`config.mk`:
```
export PLATFORM = sky130hd
export DESIGN_NAME = agitate_stream_top
export DESIGN_NICKNAME = d
export VERILOG_FILES = /design/src/agitate_pkg.sv /design/src/agitate_cfg_regs.sv /design/src/agitate_gen.sv /design/src/agitate_stream_top.sv /design/src/stream_fifo.sv
export SDC_FILE = /design/constraint.sdc
export NUM_CORES = 1
export LEC_CHECK = 0
export BUFFER_PORTS_ARGS = -buffer_cell sky130_fd_sc_hd__buf_2
export CELL_PAD_IN_SITES_DETAIL_PLACEMENT = 0
export CELL_PAD_IN_SITES_GLOBAL_PLACEMENT = 1
export CORE_MARGIN = 2
export CORE_UTILIZATION = 45
export DETAILED_ROUTE_END_ITERATION = 10
export PLACE_DENSITY = 0.83
export SYNTH_ARGS = -nofsm -noshare
export SYNTH_HDL_FRONTEND = slang
export SYNTH_SLANG_ARGS = --single-unit
```
`constraint.sdc`:
```
create_clock -name clk -period 3.84 [get_ports clk]
set_clock_uncertainty 0.05 [all_clocks]
set_input_delay 0.576 -clock clk [delete_from_list [all_inputs] [get_ports clk]]
set_output_delay 0.576 -clock clk [all_outputs]
set_load 0.05 [all_outputs]
```
`src/agitate_pkg.sv`:
```
package agitate_pkg;

  // ====================
  // agitator control
  // ====================

  // only mode 1 agitates, 2 and 3 are reserved
  typedef enum logic [1:0] {
    mode_off    = 2'd0,
    mode_period = 2'd1
  } agitate_mode_e;

  // one 32-bit control word, msb first
  typedef struct packed {
    // n/256 chance of agitating after the duty point
    logic [7:0]    prob_2nd;
    // n/256 chance of agitating before the duty point
    logic [7:0]    prob_1st;
    // period in units of 16 cycles
    logic [10:0]   period;
    // duty point = period >> duty
    logic [2:0]    duty;
    agitate_mode_e mode;
  } agitate_cfg_t;

  // ====================
  // stream beat
  // ====================

  typedef struct packed {
    logic [7:0] data;
    logic       last;
  } stream_beat_t;

  // ====================
  // register map
  // ====================

  // byte addresses of the 32-bit registers
  typedef enum logic [4:0] {
    reg_ctrl_in   = 5'h00,
    reg_ctrl_out  = 5'h04,
    reg_status    = 5'h08,
    reg_count_in  = 5'h0C,
    reg_count_out = 5'h10
  } agitate_reg_e;

endpackage

```
`src/agitate_cfg_regs.sv`:
```
module agitate_cfg_regs
  import agitate_pkg::*;
#(
  parameter int FIFO_DEPTH = 8
) (
  input  logic                        clk,
  input  logic                        rst_n,
  // write address and data
  input  logic [4:0]                  s_axi_awaddr,
  input  logic                        s_axi_awvalid,
  output logic                        s_axi_awready,
  input  logic [31:0]                 s_axi_wdata,
  input  logic                        s_axi_wvalid,
  output logic                        s_axi_wready,
  // write response
  output logic [1:0]                  s_axi_bresp,
  output logic                        s_axi_bvalid,
  input  logic                        s_axi_bready,
  // read address and data
  input  logic [4:0]                  s_axi_araddr,
  input  logic                        s_axi_arvalid,
  output logic                        s_axi_arready,
  output logic [31:0]                 s_axi_rdata,
  output logic [1:0]                  s_axi_rresp,
  output logic                        s_axi_rvalid,
  input  logic                        s_axi_rready,
  // agitator side
  output agitate_cfg_t                ctrl_in,
  output agitate_cfg_t                ctrl_out,
  input  logic                        agitate_in,
  input  logic                        agitate_out,
  input  logic [$clog2(FIFO_DEPTH):0] level
);

  localparam logic [1:0] RESP_OKAY   = 2'b00;
  localparam logic [1:0] RESP_SLVERR = 2'b10;
  localparam int         LEVEL_W     = $clog2(FIFO_DEPTH) + 1;

  agitate_reg_e wr_addr;
  agitate_reg_e rd_addr;
  logic         wr_en;
  logic         rd_en;
  logic         wr_ctrl_in;
  logic         wr_ctrl_out;
  logic [15:0]  count_in;
  logic [15:0]  count_out;
  logic [31:0]  rd_data;
  logic         rd_err;

  // ====================
  // write channel
  // ====================

  // address and data taken together, one outstanding response
  assign wr_en         = s_axi_awvalid & s_axi_wvalid & ~s_axi_bvalid;
  assign s_axi_awready = wr_en;
  assign s_axi_wready  = wr_en;
  assign wr_addr       = agitate_reg_e'(s_axi_awaddr);
  assign wr_ctrl_in    = wr_en && (wr_addr == reg_ctrl_in);
  assign wr_ctrl_out   = wr_en && (wr_addr == reg_ctrl_out);

  always_ff @(posedge clk or negedge rst_n) begin
    if (!rst_n) begin
      ctrl_in      <= '0;
      ctrl_out     <= '0;
      s_axi_bvalid <= 1'b0;
    end else begin
      if (wr_ctrl_in) begin
        ctrl_in <= agitate_cfg_t'(s_axi_wdata);
      end
      if (wr_ctrl_out) begin
        ctrl_out <= agitate_cfg_t'(s_axi_wdata);
      end
      if (wr_en) begin
        s_axi_bvalid <= 1'b1;
      end else if (s_axi_bready) begin
        s_axi_bvalid <= 1'b0;
      end
    end
  end

  // read-only and unmapped targets both error out
  always_ff @(posedge clk) begin
    if (wr_en) begin
      s_axi_bresp <= (wr_ctrl_in || wr_ctrl_out) ? RESP_OKAY : RESP_SLVERR;
    end
  end

  // ====================
  // agitation counters
  // ====================

  // clear on control write wins over the increment
  always_ff @(posedge clk or negedge rst_n) begin
    if (!rst_n) begin
      count_in  <= '0;
      count_out <= '0;
    end else begin
      if (wr_ctrl_in) begin
        count_in <= '0;
      end else if (agitate_in && count_in != 16'hffff) begin
        count_in <= count_in + 16'd1;
      end
      if (wr_ctrl_out) begin
        count_out <= '0;
      end else if (agitate_out && count_out != 16'hffff) begin
        count_out <= count_out + 16'd1;
      end
    end
  end

  // ====================
  // read channel
  // ====================

  assign rd_en         = s_axi_arvalid & ~s_axi_rvalid;
  assign s_axi_arready = rd_en;
  assign rd_addr       = agitate_reg_e'(s_axi_araddr);

  always_comb begin
    rd_data = '0;
    rd_err  = 1'b0;
    case (rd_addr)
      reg_ctrl_in:   rd_data = ctrl_in;
      reg_ctrl_out:  rd_data = ctrl_out;
      reg_status:    rd_data[LEVEL_W-1:0] = level;
      reg_count_in:  rd_data[15:0] = count_in;
      reg_count_out: rd_data[15:0] = count_out;
      default:       rd_err = 1'b1;
    endcase
  end

  always_ff @(posedge clk or negedge rst_n) begin
    if (!rst_n) begin
      s_axi_rvalid <= 1'b0;
    end else if (rd_en) begin
      s_axi_rvalid <= 1'b1;
    end else if (s_axi_rready) begin
      s_axi_rvalid <= 1'b0;
    end
  end

  always_ff @(posedge clk) begin
    if (rd_en) begin
      s_axi_rdata <= rd_data;
      s_axi_rresp <= rd_err ? RESP_SLVERR : RESP_OKAY;
    end
  end

  // response must wait for the master
  a_bvalid_hold : assert property (
    @(posedge clk) disable iff (!rst_n) (s_axi_bvalid && !s_axi_bready) |=> s_axi_bvalid
  );

endmodule

```
`src/agitate_gen.sv`:
```
module agitate_gen
  import agitate_pkg::*;
#(
  parameter logic [7:0] SEED          = 8'h01,
  parameter logic       AGITATE_VALUE = 1'b0
) (
  input  logic         clk,
  input  logic         rst_n,
  input  agitate_cfg_t control,
  input  logic         in_data,
  output logic         out_data,
  output logic         agitate
);

  // xor taps of the free running counter, one mask per random bit
  localparam logic [7:0][15:0] RAND_TAPS = {
    16'hA8E0, 16'h5470, 16'hAA38, 16'hD51C,
    16'h6A8E, 16'hB547, 16'hF243, 16'h51C1
  };

  agitate_cfg_t control_q;
  logic [15:0]  randcnt_q;
  logic [15:0]  randcnt_nxt;
  logic [7:0]   rand_q;
  logic [7:0]   rand_nxt;
  logic [15:0]  phase_q;
  logic [15:0]  phase_nxt;
  logic         agitate_q;
  logic         agitate_nxt;
  logic [15:0]  period_cycles;
  logic [15:0]  duty_point;
  logic [7:0]   prob_sel;

  // ====================
  // state
  // ====================

  always_ff @(posedge clk or negedge rst_n) begin
    if (!rst_n) begin
      control_q <= '0;
      randcnt_q <= '0;
      rand_q    <= '0;
      phase_q   <= '0;
      agitate_q <= 1'b0;
    end else begin
      // mode always follows, the rest is kept across an off period
      if (control.mode != mode_off) begin
        control_q <= control;
      end else begin
        control_q.mode <= mode_off;
      end
      randcnt_q <= randcnt_nxt;
      rand_q    <= rand_nxt;
      phase_q   <= phase_nxt;
      agitate_q <= agitate_nxt;
    end
  end

  // ====================
  // next state
  // ====================

  // period field counts in 16 cycle units
  assign period_cycles = {1'b0, control_q.period, 4'd0};
  assign duty_point    = period_cycles >> control_q.duty;
  // first portion runs from phase 0 up to the duty point
  assign prob_sel      = (phase_q < duty_point) ? control_q.prob_1st : control_q.prob_2nd;

  always_comb begin
    randcnt_nxt = randcnt_q;
    rand_nxt    = rand_q;
    phase_nxt   = phase_q;
    agitate_nxt = 1'b0;

    // random byte only advances while enabled
    if (control_q.mode != mode_off) begin
      randcnt_nxt = randcnt_q + 16'd1;
      for (int i = 0; i < 8; i++) begin
        rand_nxt[i] = SEED[i] ^ (^(randcnt_q & RAND_TAPS[i]));
      end
    end

    if (control_q.mode == mode_period) begin
      // zero period wraps every cycle and stays in the second portion
      phase_nxt = phase_q + 16'd1;
      if (phase_nxt >= period_cycles) begin
        phase_nxt = '0;
      end
      // 255 is forced so that full scale means always
      agitate_nxt = (prob_sel == 8'hff) || (rand_q < prob_sel);
    end
  end

  // ====================
  // output
  // ====================

  always_comb begin
    out_data = in_data;
    if (agitate_q) begin
      out_data = AGITATE_VALUE;
    end
  end

  assign agitate = agitate_q;

  // flag may only trail the mode by the one registered cycle
  a_no_agitate_when_off : assert property (
    @(posedge clk) disable iff (!rst_n)
    (agitate_q && control_q.mode == mode_off) |-> $past(control_q.mode) == mode_period
  );

endmodule

```
`src/agitate_stream_top.sv`:
```
module agitate_stream_top
  import agitate_pkg::*;
#(
  parameter logic [7:0] SEED_IN    = 8'h5a,
  parameter logic [7:0] SEED_OUT   = 8'hc3,
  parameter int         FIFO_DEPTH = 8
) (
  input  logic         clk,
  input  logic         rst_n,
  input  logic [4:0]   s_axi_awaddr,
  input  logic         s_axi_awvalid,
  output logic         s_axi_awready,
  input  logic [31:0]  s_axi_wdata,
  input  logic         s_axi_wvalid,
  output logic         s_axi_wready,
  output logic [1:0]   s_axi_bresp,
  output logic         s_axi_bvalid,
  input  logic         s_axi_bready,
  input  logic [4:0]   s_axi_araddr,
  input  logic         s_axi_arvalid,
  output logic         s_axi_arready,
  output logic [31:0]  s_axi_rdata,
  output logic [1:0]   s_axi_rresp,
  output logic         s_axi_rvalid,
  input  logic         s_axi_rready,
  input  logic         s_valid,
  output logic         s_ready,
  input  stream_beat_t s_beat,
  output logic         m_valid,
  input  logic         m_ready,
  output stream_beat_t m_beat
);

  agitate_cfg_t                ctrl_in;
  agitate_cfg_t                ctrl_out;
  logic                        agitate_in;
  logic                        agitate_out;
  logic                        fifo_in_ready;
  logic                        fifo_out_valid;
  logic [$clog2(FIFO_DEPTH):0] level;

  // ====================
  // register block
  // ====================

  agitate_cfg_regs #(
    .FIFO_DEPTH(FIFO_DEPTH)
  ) cfg_regs_i (
    .clk, .rst_n,
    .s_axi_awaddr, .s_axi_awvalid, .s_axi_awready,
    .s_axi_wdata, .s_axi_wvalid, .s_axi_wready,
    .s_axi_bresp, .s_axi_bvalid, .s_axi_bready,
    .s_axi_araddr, .s_axi_arvalid, .s_axi_arready,
    .s_axi_rdata, .s_axi_rresp, .s_axi_rvalid, .s_axi_rready,
    .ctrl_in, .ctrl_out, .agitate_in, .agitate_out, .level
  );

  // ====================
  // agitators
  // ====================

  // input back-pressure, forces s_ready low
  agitate_gen #(
    .SEED(SEED_IN), .AGITATE_VALUE(1'b0)
  ) agit_in (
    .clk, .rst_n, .control(ctrl_in),
    .in_data(fifo_in_ready), .out_data(s_ready), .agitate(agitate_in)
  );

  // output starvation, forces m_valid low
  agitate_gen #(
    .SEED(SEED_OUT), .AGITATE_VALUE(1'b0)
  ) agit_out (
    .clk, .rst_n, .control(ctrl_out),
    .in_data(fifo_out_valid), .out_data(m_valid), .agitate(agitate_out)
  );

  // ====================
  // fifo
  // ====================

  // handshakes qualified by the agitated signals seen outside
  stream_fifo #(
    .FIFO_DEPTH(FIFO_DEPTH)
  ) fifo_i (
    .clk, .rst_n,
    .in_valid(s_valid & s_ready), .in_ready(fifo_in_ready), .in_beat(s_beat),
    .out_valid(fifo_out_valid), .out_ready(m_ready & m_valid), .out_beat(m_beat),
    .level
  );

endmodule

```
`src/stream_fifo.sv`:
```
module stream_fifo
  import agitate_pkg::*;
#(
  parameter int FIFO_DEPTH = 8
) (
  input  logic                        clk,
  input  logic                        rst_n,
  input  logic                        in_valid,
  output logic                        in_ready,
  input  stream_beat_t                in_beat,
  output logic                        out_valid,
  input  logic                        out_ready,
  output stream_beat_t                out_beat,
  output logic [$clog2(FIFO_DEPTH):0] level
);

  localparam int PTR_W = $clog2(FIFO_DEPTH);

  stream_beat_t             mem [FIFO_DEPTH];
  logic [PTR_W-1:0]         wr_ptr;
  logic [PTR_W-1:0]         rd_ptr;
  logic [PTR_W:0]           count;
  logic                     push;
  logic                     pop;

  // ====================
  // handshakes
  // ====================

  assign in_ready  = (count != FIFO_DEPTH[PTR_W:0]);
  assign out_valid = (count != '0);
  assign push      = in_valid & in_ready;
  assign pop       = out_valid & out_ready;

  // ====================
  // storage
  // ====================

  always_ff @(posedge clk) begin
    if (push) begin
      mem[wr_ptr] <= in_beat;
    end
  end

  assign out_beat = mem[rd_ptr];

  // pointers wrap naturally, depth is a power of two
  always_ff @(posedge clk or negedge rst_n) begin
    if (!rst_n) begin
      wr_ptr <= '0;
      rd_ptr <= '0;
      count  <= '0;
    end else begin
      if (push) begin
        wr_ptr <= wr_ptr + 1'b1;
      end
      if (pop) begin
        rd_ptr <= rd_ptr + 1'b1;
      end
      // simultaneous push and pop leaves the count alone
      if (push && !pop) begin
        count <= count + 1'b1;
      end else if (pop && !push) begin
        count <= count - 1'b1;
      end
    end
  end

  assign level = count;

  // upstream gating must already hold back pushes when full
  a_no_push_full : assert property (
    @(posedge clk) disable iff (!rst_n) in_valid |-> count != FIFO_DEPTH[PTR_W:0]
  );

  // downstream gating must already hold back pops when empty
  a_no_pop_empty : assert property (
    @(posedge clk) disable iff (!rst_n) out_ready |-> count != '0
  );

endmodule

```
# Word-level counts from Yosys, hierarchy flattened
# Memory sizes are Yosys's and may differ from the RTL's.
# Cells that the tools add are included.
# classes
n_reduce_logical	40
add_sub_neg	10
n_mux	27
shift	2
n_bitwise	17
order_cmp	6
eq_ne	12
# op_table
operator	count
$reduce_xor A16 Y1	16
$add A16 B1 Y16 const B	6
$mux W16	6
$pmux W12 S4	1
$ge A16 B15 Y1	2
$lt A16 B16 Y1	2
$ne A16 B16 Y1 const B	2
$pmux W16 S2	1
$shr A15 B3 Y16	2
$pmux W4 S5	1
$reduce_bool A2 Y1	9
$eq A8 B8 Y1 const B	2
$lt A8 B8 Y1	2
$mux W8	2
$eq A5 B3 Y1 const B	2
$eq A5 B4 Y1 const B	2
$logic_not A5 Y1	2
$mux W1	10
$not A1 Y1	10
$mux W2	4
$mux W4	2
$and A1 B1 Y1	7
$add A3 B1 Y3 const B	2
$logic_and A1 B1 Y1	6
9 further kinds	13
# totals
output_inout_bits	52
mem_count	1
ramBits	72
register_bits	290
# memory_table
memory	words	word_bits	rd	rd_ports_with_merged_regs	wr	line	rtl
fifo_i.mem	8	9	1	0	1	stream_fifo.sv:19	stream_beat_t mem [FIFO_DEPTH];

# Depth between registers and ports, before layout
# Gate-level depths: netlist of run 1.
# depth
depth_word	8
ltp_mapped	22
mapped_depth_nobuf	19

# Cells and area by module
# From an unflattened synthesis of run 1, not the netlist that was laid out.
# hier_totals
hier_cells	1637
hier_area_um2	18980.7
# by_module_without_submodules
module	cells_per_inst	seq_area_each_um2	area_each_um2	n_inst
agitate_cfg_regs	540	3473.3	6058.3	1
agitate_gen at agit_in	462	1826.8	4760.8	1
agitate_gen at agit_out	467	1826.8	4732.0	1
stream_fifo	166	2412.3	3417.0	1
agitate_stream_top	2	0.0	12.5	1

# Worst setup path after synthesis of run 1
# OpenSTA, ideal clock, no wires.
# synth_timing
path_type	flip-flop to flip-flop
startpoint	reg agit_in.control_q[3] in the netlist's numbering
endpoint	reg agit_in.agitate_q, in the netlist agit_in.agitate
setup_slack_ns	-0.325
path_stages_with_launch	20
n_path_buf	4
setup_ns	0.139
arrival_time_ns	3.976
cell_sequence	dfrtp_1 -> buf_2 -> clkbuf_1 -> clkbuf_1 -> nand3_1 -> mux2_2 -> ha_1 -> o211ai_1 -> a311oi_2 -> a2111oi_2 -> o211ai_2 -> buf_6 -> mux2i_1 -> ha_1 -> and4_1 -> a211oi_1 -> o21ai_0 -> nor4_1 -> and3_1 -> or4_1
# synth_via
elab_chain_cells	6
# synth_lines
element	line	rtl
from (decl)	agitate_gen.sv:21	agitate_cfg_t control_q;
from (signal assigned)	agitate_gen.sv:48	control_q <= control;
$shr A15 B3 Y16 (*)	agitate_gen.sv:65	assign duty_point = period_cycles >> control_q.duty;
$lt A16 B16 Y1 (*)	agitate_gen.sv:67	assign prob_sel = (phase_q < duty_point) ? control_q.prob_1st : control_q.prob_2nd;
$mux W8 (*)	agitate_gen.sv:67	
$lt A8 B8 Y1 or $eq A8 B8 Y1 (tied branches)	agitate_gen.sv:90	agitate_nxt = (prob_sel == 8'hff) || (rand_q < prob_sel);
$logic_or A1 B1 Y1 (*)	agitate_gen.sv:90	
$mux W1 (*)	agitate_gen.sv:83	if (control_q.mode == mode_period) begin
net agit_in.agitate_nxt	agitate_gen.sv:29	logic agitate_nxt;
to (signal assigned)	agitate_gen.sv:55	agitate_q <= agitate_nxt;
to (decl)	agitate_gen.sv:28	logic agitate_q;
# The timed path passes the listed nets; every way through them passes the cells marked *.
# A chain may end at the register's enable or synchronous reset.

# Worst setup path in the final report of run 1
# Same ends and word-level chain as after synthesis.

==> qor.txt, run 1 <==
YS warnings = 0
IO Count = 112
Max Slew Vio Count = 0
Synth Area per Inst = 12.2 µm²
Layer with the highest usage = met2
Longest Clk Path Bufs = 3
Initial antenna violation count = 0
Number of port buffers = 109
Die Y = 206 µm
Peak supply drop = 0.325 mV
DRC errors left = 0
Final hold viol count = 0
Vias in the first global route = 12.2k
Average via count per standard cell = 5.50
Rows = 73
Post-synthesis compound-gate area fraction = 0.0706
Met3 usage = 0.0312
Failing checks = setup timing
R2R Setup Slk = -0.39 ns
Worst skew pair latency = 0.54 ns
Setup TNS = -0.390 ns
Design Area, Final = 0.0214 mm²
Slew of the pin with the lowest slew margin = 1.11 ns
Grt total ovfl = 0
Synth cell types = 63
Async SR Flop Fraction = 0.706
Area grow syn2layout = 16.9%
Post-synth EDFFs = 106
Most frequent cells in the layout = dfrtp_1 (252), mux2_2 (141), nand2_1 (114)
DRT Pass-1 Iters = 5
Commonest non-fill, non-tap cell in the layout = dfrtp_1
DR iter-0 viols = 800
WL per Instance = 19.4 µm
Largest family of logic cells by synthesized area = multiplexers
First-pass GRT wire length = 67.9 mm
Grt met1 use = 0.286
Max Fclk = 236 MHz
Fin crit share = 1.10
Worst-path clk slew = 0.06 ns
Final WS setup = -0.390 ns
Predominant post-synthesis flop cell = dfrtp_1
Syn Inst Count = 1505
Hold_ws = 0.112 ns
Synth Area in Simple Gates = 0.101
Power consumption = 14.2 mW
Sequential share of the synthesized area = 0.521
Post-Place Worst Slack = -0.408 ns
Routability cong. = 0.870
Worst r2r dst = agit_in.agitate
Pin count of the biggest net entering global routing = 123
Rel. slew slack = 0.255
WP data required = 4.26 ns
Pwr dens = 666 mW/mm²
Leak = 9.23 nW
Root Driver = clkbuf_16
Num CTS Buffers = 38
Post-synthesis mux area share = 0.150
Met2 GRT Util = 0.332
Antenna-violating nets left = 0
Util after Layout = 0.536
CTS tree = built
RSZ-0062 raised after global routing = yes
Die Wd = 206 µm
Total die area = 0.0423 mm²
Initial core utilization = 0.458
Hold crit path type = in2async
WS Path Type = reg2reg
Nets = 1805
Final Setup Violations = 1
Minimum clock period = 4.23 ns
Vias = 12.2k
Crit-path max FO = 14
WP data arrival = 4.65 ns
N_diodes = 0
Layout cells sized above 1 = 0.274
Startpoint types = flop
Synth Area in Adders = 0.0606
Placed Instances = 2133
CORE AREA = 0.0399 mm²
Post-Synth XOR/XNOR Area = 0.0718
Flops & latches, synth = 360
Max Cap Violations = 0
Routed wire length = 42.9 mm
Post-CTS Hold Fix Bufs = 0
Non-Filler Instances = 2212
Status = complete, but fails checks
Post-Synthesis Cell Area = 0.0183 mm²
Post-DP HPWL = 30.5 mm
Worst r2r path cells = 20
H-tree depth = 2
Critical Path Sink Type = flop
GRT Overall Usage = 0.205
Post-DP Area = 0.0198 mm²
Reg-to-reg startpoint = agit_in.control_q[3]
Clock Sinks = 360
[report_power, final]
part | total [mW] | leakage, nW | switching [mW] | internal [mW]
Combinational | 4.90 | 4.34 | 2.56 | 2.34
Clock | 3.81 | 0.622 | 1.54 | 2.26
Sequential | 5.54 | 4.27 | 0.832 | 4.71
[worst max path at each step]
stage | depth (start not counted) | end | from | slack (ns)
after detailed placement | 16 | agit_in.agitate | agit_in.control_q[2] | -0.41
after global placement | 16 | agit_in.agitate | agit_in.control_q[2] | -0.27
after floorplan | 20 | agit_in.agitate | agit_in.control_q[3] | 0.03
after global routing | 20 | agit_in.agitate | agit_in.control_q[3] | -0.54
after CTS | 18 | agit_in.agitate | agit_in.control_q[3] | -0.24
final | 20 | agit_in.agitate | agit_in.control_q[3] | -0.39
[routing by layer]
layer  wire length [µm]  up-vias  share of wire
met5                  0        -              0
met4               1080        0          0.025
met1              19400     6036           0.45
met2              20300      300           0.47
met3               2080       68          0.048
li1                   -     5753              -
[kinds of logic (layout without fill, tap and decap cells)]
| kind of cell | Yosys count | after routing |
|---|---|---|
| XOR/XNOR | 150 | 150 |
| buffers and inverters | 108 | 289 |
| adder cells (fa/ha/maj) | 88 | 88 |
| AO/OA/AOI/OAI | 191 | 191 |
| AND/OR/NAND/NOR | 381 | 381 |
| other | 1 | 2 |
| multiplexers | 226 | 226 |
| flip-flops | 360 | 360 |
[critical path, stage by stage, from the launching register on]
cell and delay, ns:
dfrtp_1 0.40, buf_12 0.16, mux2i_2 0.16, mux2_4 0.29
mux2_4 0.28, ha_4 0.28, nand4_1 0.13, a311oi_2 0.35
a2111oi_4 0.10, o211ai_2 0.16, buf_6 0.16, mux2i_1 0.21
ha_1 0.26, buf_4 0.14, buf_4 0.12, a21oi_1 0.23
o21ai_2 0.11, nor4_4 0.27, nand2_1 0.08, nor2_1 0.09
or4_1 0.12
[state kept, by name, indices dropped and copies added, names as in the netlist, 4 cells and up]
register and count:
cfg_regs_i.count_in 16, agit_out.randcnt_q 16, cfg_regs_i.ctrl_in 32, agit_in.phase_q 16, fifo_i.level 4, agit_in.rand_q 8, agit_in.control_q 32, agit_out.rand_q 8
cfg_regs_i.ctrl_out 32, agit_out.control_q 32, cfg_regs_i.count_out 16, cfg_regs_i.s_axi_rdata 32, agit_out.phase_q 16, fifo_i.mem 72, agit_in.randcnt_q 16
[area by class of cell]
cell class,instances,area [µm²]
Fill cell,3320,18500
Inverter,35,131
Tap cell,525,657
Clock buffer,46,991
Clock inverter,24,298
Timing Repair Buffer,184,1260
Multi-Input combinational cell,1038,8520
Sequential cell,360,9540
[repair_timing]
action	in CTS	in global routing
gates resized for setup	7	35
cloned	0	2
buffers inserted	3	5
setup endpoints to repair	1	2
pin swaps	6	22
[synthesized netlist by cell type, types with 11 or more instances]
master	count	share of area
mux2i_1	58	0.032
nand2b_1	22	0.0075
a22o_1	21	0.010
nor3_1	18	0.0049
buf_1	12	0.0025
dfrtp_1	254	0.35
xnor2_1	98	0.047
xor2_1	52	0.025
a21oi_1	51	0.014
mux4_2	24	0.030
edfxtp_1	106	0.17
clkbuf_1	48	0.0098
o21ai_0	43	0.012
and3_1	17	0.0058
a22oi_1	12	0.0049
a21o_1	12	0.0049
nand3_1	32	0.0088
nand2_1	115	0.024
a31oi_1	11	0.0038
mux2_2	144	0.089
ha_1	87	0.059
nor2_1	95	0.019
and2_1	11	0.0038
nand4_1	32	0.011
inv_1	35	0.0072
Power figures use the tool's default switching activity.
==> run 2, diff against run 1 <==
--- a/constraint.sdc
+++ b/constraint.sdc
@@ -3,3 +3,3 @@
 set_input_delay 0.576 -clock clk [delete_from_list [all_inputs] [get_ports clk]]
 set_output_delay 0.576 -clock clk [all_outputs]
-set_load 0.05 [all_outputs]
+set_load 0.02 [all_outputs]
==> run 2 against run 1 <==
Compared with the run above:
- the flow finishes with violations (hold timing, setup timing)
- non-clock buffer count unchanged
- flip-flop and latch count unchanged
- global-route usage grew 0.26 points
- maximum frequency rose by 2.3%
- sequential share of layout area is 0.19 points higher
- total power fell by 3.3%
- wire length is 0.67% higher
- utilization is 0.23 points lower
- via count rose by 0.96%
- worst hold slack got worse by 0.12 ns
- critical path type unchanged
- largest cell class unchanged
==> qor.txt, run 2 (synthesized netlist as in run 1, its figures left out) <==
WP data arrival = 4.50 ns
Routed wire length = 43.2 mm
Status = complete, but fails checks
Die Wd = 206 µm
Nets = 1807
Worst r2r dst = agit_in.agitate
DRT Pass-1 Iters = 5
Total die area = 0.0423 mm²
Antenna-violating nets left = 0
Area grow syn2layout = 16.4%
Hold crit path type = in2async
Reg-to-reg startpoint = agit_in.control_q[3]
Grt total ovfl = 0
Final WS setup = -0.294 ns
GRT Overall Usage = 0.208
N_diodes = 0
Rel. slew slack = 0.316
Die Y = 206 µm
Vias = 12.3k
DRC errors left = 0
Final hold viol count = 7
Post-CTS Hold Fix Bufs = 0
Fin crit share = 1.08
Peak supply drop = 0.306 mV
Max Fclk = 242 MHz
Longest Clk Path Bufs = 3
Biggest register = fifo_i.mem
Most frequent cells in the layout = dfrtp_1 (252), mux2_2 (142), nand2_1 (115)
Clock Sinks = 360
Max reg flops = 72
Num CTS Buffers = 40
H-tree depth = 2
Worst skew pair latency = 0.56 ns
CORE AREA = 0.0399 mm²
Layout cells sized above 1 = 0.276
IO Count = 112
Setup TNS = -0.294 ns
Power consumption = 13.8 mW
Final Setup Violations = 1
Initial antenna violation count = 1
Average via count per standard cell = 5.54
WL per Instance = 19.5 µm
WS Path Type = reg2reg
Util after Layout = 0.534
CTS tree = built
Crit path largest cell delay = 0.51 ns
CP max-delay cell = or4_1
Startpoint types = flop
Crit-path max FO = 9
R2R Setup Slk = -0.29 ns
First-pass GRT wire length = 68.0 mm
Worst-path clk slew = 0.06 ns
Commonest non-fill, non-tap cell in the layout = dfrtp_1
Vias in the first global route = 12.3k
Max Cap Violations = 0
Root Driver = clkbuf_16
Hold_ws = -0.0127 ns
Pin count of the biggest net entering global routing = 110
RSZ-0062 raised after global routing = yes
WP data required = 4.21 ns
Max Slew Vio Count = 0
Critical Path Sink Type = flop
Initial core utilization = 0.458
Worst r2r path cells = 18
Pwr dens = 646 mW/mm²
Rows = 73
Crit path cell chain = buf_12 > mux2i_2 > mux2_2 > mux2_4 > ha_4 > nand4_1 > a311oi_2 > a2111oi_4 > o211ai_2 > buf_6 > mux2i_1 > ha_1 > and4_4 > a211oi_1 > o21ai_1 > buf_4 > a31oi_1 > or4_1
Number of port buffers = 109
Routability cong. = 0.854
Post-DP HPWL = 30.7 mm
Failing checks = hold timing, setup timing
Minimum clock period = 4.13 ns
Slew of the pin with the lowest slew margin = 1.02 ns
Leak = 9.21 nW
DR iter-0 viols = 765
==> run 2: layout make-up <==
class	instances	area [µm²]
Clock buffer	50	1100
Clock inverter	24	188
Fill cell	3320	18600
Inverter	35	131
Multi-Input combinational cell	1038	8480
Sequential cell	360	9540
Tap cell	525	657
Timing Repair Buffer	184	1210
==> run 2: critical path: cells and delay by family (launching register included) <==
family	cells	cell delay (ns)
adder cells (fa/ha/maj)	2	0.58
flip-flops	1	0.40
buffers and inverters	3	0.45
AO/OA/AOI/OAI	6	0.84
multiplexers	4	0.81
AND/OR/NAND/NOR	3	0.86
==> run 2: metal layers <==
metal,track usage,up-vias,part of all wire
met2,0.329,299,0.46
met4,0.0791,2,0.033
met1,0.286,6127,0.45
met3,0.0356,88,0.051
met5,0,-,0.00025
li1,-,5758,-
==> run 2: how the worst max path moves through the flow <==
stage | start | endpoint | slack (ns)
after floorplan | agit_in.control_q[3] | agit_in.agitate | 0.03
after global placement | agit_in.control_q[2] | agit_in.agitate | -0.26
final | agit_in.control_q[3] | agit_in.agitate | -0.29
after detailed placement | agit_in.control_q[2] | agit_in.agitate | -0.35
after global routing | agit_in.control_q[3] | agit_in.agitate | -0.52
after CTS | agit_in.control_q[3] | agit_in.agitate | -0.24
==> run 2: power breakdown <==
group / internal (mW) / switching (mW) / total [mW]
clock network: 2.13 / 1.63 / 3.76
registers: 4.70 / 0.853 / 5.56
logic: 2.24 / 2.21 / 4.45
total: 9.07 / 4.69 / 13.8
==> run 2: through the flow <==
stage	cells	hold slack, ns	setup WS (ns)	instance area [µm²]
6_report	2216	-0.0127	-0.294	21300
5_1_grt	2216	0.102	-0.517	21300
4_1_cts	2212	0.0828	-0.242	21200
3_5_place_dp	2134	0.413	-0.349	19800
3_3_place_gp	2134	0.405	-0.259	19800
2_1_floorplan	1506	0.230	0.0282	18400
==> run 2: repair_timing <==
item                                    CTS  global route
gates resized for setup                  14            23
pin swaps                                 9             8
setup buffers                             4             5
endpoints found under the setup margin    2             2
endpoints found under the hold margin     0             0
==> run 3, diff against run 2 <==
Settings changed: ABC_CLOCK_PERIOD_IN_PS set to 3840, CELL_PAD_IN_SITES_DETAIL_PLACEMENT 0 to 1.
==> run 3 against run 2 <==
Compared with the run above:
- non-clock buffer count increased by 2
- utilization increased by 0.32 points
- first-iteration DRC count rose by 7.8%
- the flow finishes with violations (setup timing)
- sequential share of layout area is 0.26 points lower
- design area up 0.61%
==> qor.txt, run 3 (synthesized netlist as in run 1, its figures left out) <==
Die Y = 206 µm
Worst skew pair latency = 0.59 ns
Die Wd = 206 µm
Max reg flops = 72
H-tree depth = 2
Grt total ovfl = 0
Final WS setup = -0.322 ns
Peak supply drop = 0.445 mV
GRT Overall Usage = 0.251
DR iter-0 viols = 825
Most frequent cells in the layout = dfrtp_1 (251), mux2_2 (142), nand2_1 (114)
Average via count per standard cell = 5.85
Area grow syn2layout = 17.1%
CORE AREA = 0.0399 mm²
Critical path origin = agit_in.control_q[3]
Critical Path Sink Type = flop
Fin crit share = 1.08
Post-CTS Hold Fix Bufs = 0
Max Fclk = 240 MHz
Vias = 12.9k
Status = complete, but fails checks
Worst r2r dst = agit_in.agitate
Hold crit path type = in2async
Total die area = 0.0423 mm²
IO Count = 112
First-pass GRT wire length = 81.6 mm
Routed wire length = 52.7 mm
Startpoint types = flop
Crit-path max FO = 15
DRT Pass-1 Iters = 5
Sequential power share = 0.394
Clock Power Share = 0.269
Commonest non-fill, non-tap cell in the layout = dfrtp_1
Root Driver = clkbuf_16
Hold_ws = 0.0179 ns
Util after Layout = 0.537
Slew of the pin with the lowest slew margin = 1.23 ns
Initial core utilization = 0.458
Switching share of total power = 0.356
Minimum clock period = 4.16 ns
WL per Instance = 23.8 µm
Leak = 9.25 nW
Layout cells sized above 1 = 0.281
Num CTS Buffers = 39
Sw Pwr = 5.12 mW
# fillers = 4057
Initial antenna violation count = 1
Failing checks = setup timing
Biggest register = fifo_i.mem
CTS tree = built
Antenna-violating nets left = 0
Rows = 73
RSZ-0062 raised after global routing = yes
Final hold viol count = 0
Rel. slew slack = 0.176
Reg-to-reg startpoint = agit_in.control_q[3]
Power Internal = 9.26 mW
Pwr dens = 671 mW/mm²
WS Path Type = reg2reg
Clock Sinks = 360
WP data arrival = 4.56 ns
Worst r2r path cells = 17
DRC errors left = 0
N_diodes = 0
Post-DP HPWL = 35.3 mm
Final Setup Violations = 1
Combinational power share = 0.336
Max Slew Vio Count = 0
R2R Setup Slk = -0.32 ns
Max Cap Violations = 0
Nets = 1808
Longest Clk Path Bufs = 3
Routability cong. = 0.854
Number of port buffers = 109
Worst-path clk slew = 0.06 ns
Vias in the first global route = 14.1k
Pin count of the biggest net entering global routing = 110
WP data required = 4.23 ns
-- run 3: cell types whose count changed in the layout (fill, tap and decap cells not counted), moves of 3 or more --
cell / before / now
mux2i_1: 54 / 51
mux2i_2: 4 / 7
clkbuf_1: 5 / 9
clkinvlp_4: 5 / 2
bufinv_16: 1 / 4
clkinv_4: 3 / 0
inv_6: 6 / 0
-- run 3: cell type report --
type	count	area, µm²	share of cell area
multi-input combinational	1038	8560	0.399
clock buffer	52	1060	0.0497
inverter	35	131	0.00613
clock inverter	18	231	0.0108
timing repair buffer	186	1250	0.0583
tap	525	657	0.0306
sequential	360	9540	0.445
-- run 3: worst max-delay path, stage by stage (launching register included) --
cell,delay [ns]
dfrtp_1,0.40
buf_12,0.16
buf_4,0.14
mux4_2,0.32
mux2i_1,0.19
ha_1,0.27
nand4_1,0.14
nor2_1,0.09
a2111oi_4,0.40
o211ai_4,0.17
mux2i_2,0.21
ha_1,0.33
and4_4,0.22
a211oi_1,0.08
o21ai_1,0.17
buf_4,0.14
a31oi_1,0.03
or4_1,0.52
-- run 3: what timing repair did --
item | CTS | global route
gates resized for setup | 12 | 39
cloned | 0 | 1
buffers inserted | 9 | 1
endpoints found under the hold margin | 0 | 0
pin swaps | 6 | 11
setup endpoints to repair | 2 | 7
-- run 3: how the worst max path moves through the flow --
stage                                  to  slack [ns]
after floorplan           agit_in.agitate        0.03
after global placement    agit_in.agitate       -0.26
after detailed placement  agit_in.agitate       -0.54
after CTS                 agit_in.agitate       -0.29
after global routing      agit_in.agitate       -0.51
final                     agit_in.agitate       -0.32
-- run 3: per-stage QoR --
step	power (mW)	instances	area, µm²	setup WS [ns]	setup TNS, ns
6_report	14.4	2214	21400	-0.322	-0.322
5_1_grt	15.1	2214	21400	-0.513	-0.571
4_1_cts	14.2	2213	21300	-0.292	-0.292
3_5_place_dp	10.1	2134	19800	-0.537	-0.596
3_3_place_gp	9.69	2134	19800	-0.259	-0.259
2_1_floorplan	8.48	1506	18400	0.0282	0
-- run 3: metal layers --
layer / vias up / track usage / part of all wire
met5: - / 0 / 0.00015
met4: 2 / 0.0989 / 0.036
met3: 132 / 0.0377 / 0.045
met2: 410 / 0.431 / 0.51
met1: 6668 / 0.320 / 0.41
li1: 5736 / - / -
-- run 3: power by group through the flow --
stage / clock network [mW] / registers [mW] / logic (mW)
final: 3.87 / 5.67 / 4.84
after global routing: 4.06 / 5.77 / 5.24
after CTS: 3.92 / 5.64 / 4.65
after detailed placement: 0 / 5.66 / 4.41
after global placement: 0 / 5.58 / 4.11
after floorplan: 0 / 5.27 / 3.20
